==> src/source/firPkg.sv <==
package firPkg;

    // Coefficient and accumulator widths
    localparam int coefWidth = 12;
    localparam int sumWidth = 20;

    // Caps numTaps at 256
    localparam int tapAddrWidth = 8;

    typedef logic signed [coefWidth-1:0] coefT;

    // Wide enough for 256 full-scale coefficients
    typedef logic signed [sumWidth-1:0] sumT;

    // One coefficient write as tap index plus value
    typedef struct packed {
        logic [tapAddrWidth-1:0] addr;
        coefT value;
    } coefWriteT;

endpackage

==> src/source/adderTree.sv <==
`timescale 1ns/1ps

module adderTree #(
    parameter int numInputs = 8
) (
    input  logic        clkDS,
    input  logic        rst,
    input  logic        inValid,
    input  firPkg::sumT partials [numInputs],
    output firPkg::sumT result,
    output logic        resultValid
);
    import firPkg::*;

    localparam int treeDepth = (numInputs > 1) ? $clog2(numInputs) : 0;

    // Number of nodes left after a given level
    function automatic int levelCount(int level);
        int n;
        n = numInputs;
        for (int l = 0; l < level; l++) begin
            n = (n + 1) / 2;
        end
        return n;
    endfunction

    // Level 0 holds the inputs, level treeDepth the final sum
    logic [treeDepth:0][numInputs-1:0][sumWidth-1:0] stage;
    logic [treeDepth:0] validPipe;

    for (genvar i = 0; i < numInputs; i++) begin : gLeaf
        assign stage[0][i] = partials[i];
    end

    assign validPipe[0] = inValid;

    for (genvar l = 0; l < treeDepth; l++) begin : gLevel
        localparam int inCount = levelCount(l);
        localparam int outCount = levelCount(l + 1);

        for (genvar i = 0; i < outCount; i++) begin : gNode
            if (2 * i + 1 < inCount) begin : gAdd
                always_ff @(posedge clkDS) begin
                    stage[l+1][i] <= stage[l][2*i] + stage[l][2*i+1];
                end
            end else begin : gPass
                // Odd leftover waits one register
                always_ff @(posedge clkDS) begin
                    stage[l+1][i] <= stage[l][2*i];
                end
            end
        end

        always_ff @(posedge clkDS) begin
            if (!rst) begin
                validPipe[l+1] <= 1'b0;
            end else begin
                validPipe[l+1] <= validPipe[l];
            end
        end
    end

    assign result = sumT'(stage[treeDepth][0]);
    assign resultValid = validPipe[treeDepth];

    // Every emitted frame carries a fully known sum
    knownResult: assert property (
        @(posedge clkDS) disable iff (!rst)
        resultValid |-> !$isunknown(result)
    ) else $error("adderTree: unknown result while resultValid is high");

endmodule

==> src/source/coefBank.sv <==
`timescale 1ns/1ps

module coefBank #(
    parameter int numTaps = 32
) (
    input  logic             clkDS,
    input  logic             rst,
    input  logic             cfgStrobe,
    input  firPkg::coefWriteT cfgWrite,
    output firPkg::coefT     coefs [numTaps]
);
    import firPkg::*;

    // One register per tap written one at a time
    always_ff @(posedge clkDS) begin
        if (!rst) begin
            for (int k = 0; k < numTaps; k++) begin
                coefs[k] <= '0;
            end
        end else if (cfgStrobe) begin
            for (int k = 0; k < numTaps; k++) begin
                if (cfgWrite.addr == tapAddrWidth'(k)) begin
                    coefs[k] <= cfgWrite.value;
                end
            end
        end
    end

    // Writes past the window are dropped by the loop above
    addrInRange: assert property (
        @(posedge clkDS) disable iff (!rst)
        cfgStrobe |-> (int'(cfgWrite.addr) < numTaps)
    ) else $error("coefBank: write to tap %0d, only %0d taps", cfgWrite.addr, numTaps);

endmodule

==> src/source/firDecimator.sv <==
`timescale 1ns/1ps

module firDecimator #(
    parameter int numTaps = 32,
    parameter int osr = 8,
    parameter int lutWidth = 4
) (
    input  logic              clkDS,
    input  logic              rst,
    input  logic              sampleStrobe,
    input  logic              sampleBit,
    input  logic              cfgStrobe,
    input  firPkg::coefWriteT cfgWrite,
    output logic              outStrobe,
    output firPkg::sumT       outValue
);
    import firPkg::*;

    localparam int numLuts = numTaps / lutWidth;

    logic               frameStrobe;
    logic [numTaps-1:0] window;
    coefT               coefs [numTaps];
    sumT                lutSums [numLuts];
    logic               lutValid;

    coefBank #(
        .numTaps(numTaps)
    ) uCoefBank (
        .clkDS(clkDS),
        .rst(rst),
        .cfgStrobe(cfgStrobe),
        .cfgWrite(cfgWrite),
        .coefs(coefs)
    );

    sampleWindow #(
        .numTaps(numTaps),
        .osr(osr)
    ) uSampleWindow (
        .clkDS(clkDS),
        .rst(rst),
        .sampleStrobe(sampleStrobe),
        .sampleBit(sampleBit),
        .frameStrobe(frameStrobe),
        .window(window)
    );

    // Lookup g covers taps g*lutWidth up to g*lutWidth+lutWidth-1
    for (genvar g = 0; g < numLuts; g++) begin : gLut
        coefT groupCoefs [lutWidth];

        for (genvar k = 0; k < lutWidth; k++) begin : gCoef
            assign groupCoefs[k] = coefs[g*lutWidth + k];
        end

        if (g == 0) begin : gFirst
            partialSumLut #(
                .lutWidth(lutWidth)
            ) uLut (
                .clkDS(clkDS),
                .rst(rst),
                .inValid(frameStrobe),
                .sel(window[g*lutWidth +: lutWidth]),
                .coefs(groupCoefs),
                .sum(lutSums[g]),
                .outValid(lutValid)
            );
        end else begin : gRest
            // Valid of lookup 0 speaks for all of them
            partialSumLut #(
                .lutWidth(lutWidth)
            ) uLut (
                .clkDS(clkDS),
                .rst(rst),
                .inValid(frameStrobe),
                .sel(window[g*lutWidth +: lutWidth]),
                .coefs(groupCoefs),
                .sum(lutSums[g]),
                .outValid()
            );
        end
    end

    adderTree #(
        .numInputs(numLuts)
    ) uAdderTree (
        .clkDS(clkDS),
        .rst(rst),
        .inValid(lutValid),
        .partials(lutSums),
        .result(outValue),
        .resultValid(outStrobe)
    );

endmodule

==> src/source/partialSumLut.sv <==
`timescale 1ns/1ps

module partialSumLut #(
    parameter int lutWidth = 4
) (
    input  logic                clkDS,
    input  logic                rst,
    input  logic                inValid,
    input  logic [lutWidth-1:0] sel,
    input  firPkg::coefT        coefs [lutWidth],
    output firPkg::sumT         sum,
    output logic                outValid
);
    import firPkg::*;

    sumT lutSum;

    // Sum of the coefficients whose window bit is set
    always_comb begin
        lutSum = '0;
        for (int i = 0; i < lutWidth; i++) begin
            if (sel[i]) begin
                lutSum = lutSum + sumT'(coefs[i]);
            end
        end
    end

    always_ff @(posedge clkDS) begin
        sum <= lutSum;
    end

    always_ff @(posedge clkDS) begin
        if (!rst) begin
            outValid <= 1'b0;
        end else begin
            outValid <= inValid;
        end
    end

endmodule

==> src/source/sampleWindow.sv <==
`timescale 1ns/1ps

module sampleWindow #(
    parameter int numTaps = 32,
    parameter int osr = 8
) (
    input  logic               clkDS,
    input  logic               rst,
    input  logic               sampleStrobe,
    input  logic               sampleBit,
    output logic               frameStrobe,
    output logic [numTaps-1:0] window
);
    localparam int countWidth = (osr > 1) ? $clog2(osr) : 1;

    logic [numTaps-1:0]    shiftReg;
    logic [numTaps-1:0]    shiftNext;
    logic [countWidth-1:0] count;
    logic                  frameDone;

    // Newest bit enters at position 0
    assign shiftNext = (shiftReg << 1) | numTaps'(sampleBit);
    assign frameDone = sampleStrobe && (count == countWidth'(osr - 1));

    always_ff @(posedge clkDS) begin
        if (!rst) begin
            shiftReg <= '0;
        end else if (sampleStrobe) begin
            shiftReg <= shiftNext;
        end
    end

    // Strobes counted modulo osr
    always_ff @(posedge clkDS) begin
        if (!rst) begin
            count <= '0;
        end else if (frameDone) begin
            count <= '0;
        end else if (sampleStrobe) begin
            count <= count + 1'b1;
        end
    end

    // Frozen copy so later bits leave a frame in flight alone
    always_ff @(posedge clkDS) begin
        if (!rst) begin
            window <= '0;
            frameStrobe <= 1'b0;
        end else begin
            frameStrobe <= frameDone;
            if (frameDone) begin
                window <= shiftNext;
            end
        end
    end

    if (osr > 1) begin : gFrameCheck
        // At least osr strobes between two frames
        singleCycleFrame: assert property (
            @(posedge clkDS) disable iff (!rst)
            frameStrobe |=> !frameStrobe
        ) else $error("sampleWindow: frameStrobe held for two cycles");
    end

endmodule
==> config.mk <==
export PLATFORM = sky130hd
export DESIGN_NAME = firDecimator
export DESIGN_NICKNAME = d
export VERILOG_FILES = /design/src/source/firPkg.sv /design/src/source/adderTree.sv /design/src/source/coefBank.sv /design/src/source/firDecimator.sv /design/src/source/partialSumLut.sv /design/src/source/sampleWindow.sv
export SDC_FILE = /design/constraint.sdc
export NUM_CORES = 2
export LEC_CHECK = 0
export BUFFER_PORTS_ARGS = -buffer_cell sky130_fd_sc_hd__buf_2
export CAP_MARGIN = 20
export CORE_ASPECT_RATIO = 2
export CORE_UTILIZATION = 25
export DETAILED_ROUTE_END_ITERATION = 10
export PLACE_DENSITY_LB_ADDON = 0.1
export SKIP_LAST_GASP = 1
export SYNTH_ARGS = -nofsm -noshare
export SYNTH_HDL_FRONTEND = slang
export SYNTH_SLANG_ARGS = --single-unit
==> constraint.sdc <==
create_clock -name clkDS -period 19.9 [get_ports clkDS]
set_input_delay 0.995 -clock clkDS [delete_from_list [all_inputs] [get_ports clkDS]]
set_output_delay 0.995 -clock clkDS [all_outputs]
set_load 0.03 [all_outputs]
==> results.cfg <==
[outcome]
status = finished clean

[synth]
synth_top_cell_by_area = dfxtp_1
synth_xor_area_share_pct = 7.73
yosys.area_share.simple_pct = 18.2
syn_area_sq_um = 53000
synth_top_area_share_pct = 28.5
ys_seq_area_share_pct = 28.5
ys_warn_count = 0
synth_compound_area_share_pct = 19.8
synthMuxAreaShare_pct = 8.15
synth_fp_nets = 6819
async_reset_ff_share_pct = 0
synth_area_leaders = dfxtp_1 29%, ha_1 12%, xnor2_1 5.1%, mux2i_1 4.9%, nand2_1 4.6%
yosysUniqueCellTypes = 104
synth.avg_cell_area_sq_um = 8.49
synth-edff-count = 0
syn_inst = 6244
synth_fa_ha_area_share_pct = 13.6
synth_top_family_by_area = compound AO/OA/AOI/OAI gates
yosys_most_used_dff = dfxtp_1
ys_ff_latch = 755

[cts]
cts_tree = done
clk_latency_ns = 0.72
post_cts_buffers = 0
clockBufferDepth = 3
cts_num_sinks = 755
cts-hold-fix-buffers = 0
cts_max_level = 3
cts.clk_slew.worst_paths_ns = 0.07
cts_buffers = 87
root_buffer = clkbuf_16
ctsResizeCount = 0

[timing]
skew_ns = 0.0272
holdWs_ns = 0.433
max_freq_mhz = 134
slew_violations = 0
setup_slack_ns = 12.45
finalCritPeriodShare_pct = 37.4
final.min_clock_period_ns = 7.45
rsz0062_at_grt = no
fin_setup_tns_ns = 0
tightest_slew_ns = 1.02
hold_viol = 0
slew_headroom_pct = 32.1
setup_viol = 0

[floorplan]
io_pins = 46
die_h_um = 653
die_x_um = 328
die_area_sq_um = 214000
start_util_pct = 25.2
core_sq_um = 211000
fp-row-count = 238

[setup_path]
critPathCaptureType = register
worstPathArrival_ns = 8.04
crit_fanout = 23
required_ns = 20.49
ff2ff_setup_slack_ns = 12.45
path_buf_inv = 2
cp_top_family = compound AO/OA/AOI/OAI gates
path_depth = 32
cpPeakStageDelay_ns = 0.78
r2r_start = uSampleWindow.window[12]
r2r-end = gLut[3].gRest.uLut.sum[19]
crit_slowest_cell = dfxtp_1
cp-start-kind = register
reg2reg_depth = 32
path_class = register to register

[global_route]
grt_max_degree = 99
grtUsageMet2_pct = 36.3
grt_overflow = 0
grt_util_met1_pct = 16.2
antenna_found_initial = 13
busiest_layer = met2
grt_pass1_wl_um = 277000
grt_usage_pct = 17.2
grt_pass1_vias = 44142
met3_usage_pct = 1.65

[drt]
firstDrtPassIters = 6
antenna_left = 0
wirelength_um = 188000
post_drt_via_cell_ratio = 4.83
drcViolationCount = 0
avgRoutedWirePerCell_um = 20.9
vias = 43425
dr.first_iter.drc_count = 1750

[worst_hold_path]
holdPathStages = 1
hold_start = gLut[0].gFirst.uLut.outValid
holdPathEnd = uAdderTree.validPipe[1]
hp-class = register to register

[layout]
area_growth_pct = 11.7
layout_commonest_cell = dfxtp_1
fill_cells = 22533
stdcell_count = 8987
multi_input_area_sq_um = 35800
mostFrequentLayoutCells = 755 x dfxtp_1, 649 x nand2_1, 519 x ha_1
fin_nets = 6719
drive_gt1_share_pct = 8.51
final-seq-area_sq_um = 15100

[power_and_ir_drop]
combPwrFrac_pct = 2.7
p_leak_nw = 25.8
vdd_drop_max_v = 0.0000780
pwr-share-seq_pct = 44.3
cell_internal_pwr_mw = 2.59
clkPwrFrac_pct = 53.1
switchingPower_mw = 0.834
power_density_nw_per_um2 = 57.8
switching_share_pct = 24.4

[place]
numPortBuffers = 45
dpl.cell_count = 8814
dp_slack_ns = 12.44
hpwl_um = 141000
place_congestion = 0.811

[flow_run]
max_cap_violations = 0
## registers in the layout, indices dropped and copies added, names as in the netlist
register / cells
uAdderTree.resultValid: 1
gLut.gRest.uLut.sum: 140
uSampleWindow.count: 3
uAdderTree.validPipe: 2
uCoefBank.coefs: 384
uAdderTree.result: 20
gLut.gFirst.uLut.sum: 20
uSampleWindow.frameStrobe: 1
gLut.gFirst.uLut.outValid: 1
uSampleWindow.window: 32
uSampleWindow.shiftReg: 31
uAdderTree.stage: 120
## per-layer routing
layer	vias up	share of wire, %
li1	21906	-
met1	20756	35
met2	491	58
met3	266	2.1
met4	6	4.5
met5	-	0.017
## layout make-up
cell class                      instances  share of cell area [%]
Tap cell                             2760                    5.83
Inverter                              233                    1.48
Multi-Input combinational cell       4959                    60.5
Clock inverter                         50                    1.18
Clock buffer                          113                    4.14
Antenna cell                            9                  0.0380
Timing Repair Buffer                  108                    1.27
Sequential cell                       755                    25.5
## cells by family (layout without fill, tap and decap cells)
group / Yosys count / count (layout)
AND/OR/NAND/NOR: 1993 / 1993
AO/OA/AOI/OAI: 1527 / 1527
flip-flops: 755 / 755
adder cells (fa/ha/maj): 561 / 561
buffers and inverters: 530 / 504
XOR/XNOR: 466 / 466
multiplexers: 412 / 412
other: 0 / 9
## power by group through the flow
stage	registers [mW]	clock network (mW)	logic (mW)
after floorplan	1.55	0	0.0424
after global placement	1.55	0	0.0949
after detailed placement	1.55	0	0.0956
after CTS	1.51	1.89	0.0956
after global routing	1.51	1.94	0.0964
final	1.51	1.81	0.0918
## synthesized netlist by cell type (all sizes together), types with 14 or more instances
master / count
xor2: 155
a31oi: 65
xnor2: 310
a22o: 26
o211ai: 25
a211oi: 53
nor2b: 302
nand3: 215
a21boi: 209
o41ai: 19
a21o: 162
o21ai: 241
buf: 70
and3: 52
or2: 24
o31ai: 31
mux2i: 257
o21a: 90
nand2: 649
clkbuf: 227
dfxtp: 755
nand2b: 69
ha: 519
o21bai: 41
a2111oi: 15
or3: 57
inv: 231
nor2: 352
mux2: 155
and2: 82
a21oi: 349
nor3: 117
a211o: 16
a31o: 28
fa: 31
nand4: 20
nor4: 14
## through the flow
stage | instance area [sq um] | utilization [%] | total power [mW]
6_report | 59200 | 28.1 | 3.42
5_1_grt | 59200 | 28.1 | 3.55
4_1_cts | 59200 | 28.1 | 3.50
3_5_place_dp | 56000 | 26.6 | 1.64
3_3_place_gp | 56000 | 26.6 | 1.64
2_1_floorplan | 53000 | - | 1.59
## worst max path at each step
stage | from | to | slack, ns
2_1_floorplan | uSampleWindow.window[12] | gLut[3].gRest.uLut.sum[19] | 13.39
3_3_place_gp | uSampleWindow.window[12] | gLut[3].gRest.uLut.sum[19] | 12.39
3_5_place_dp | uSampleWindow.window[12] | gLut[3].gRest.uLut.sum[19] | 12.44
4_1_cts | uSampleWindow.window[0] | gLut[0].gFirst.uLut.sum[19] | 12.39
5_1_grt | uSampleWindow.window[24] | gLut[6].gRest.uLut.sum[19] | 11.61
6_report | uSampleWindow.window[12] | gLut[3].gRest.uLut.sum[19] | 12.45
No activity file was read; power rests on OpenSTA's default activity.
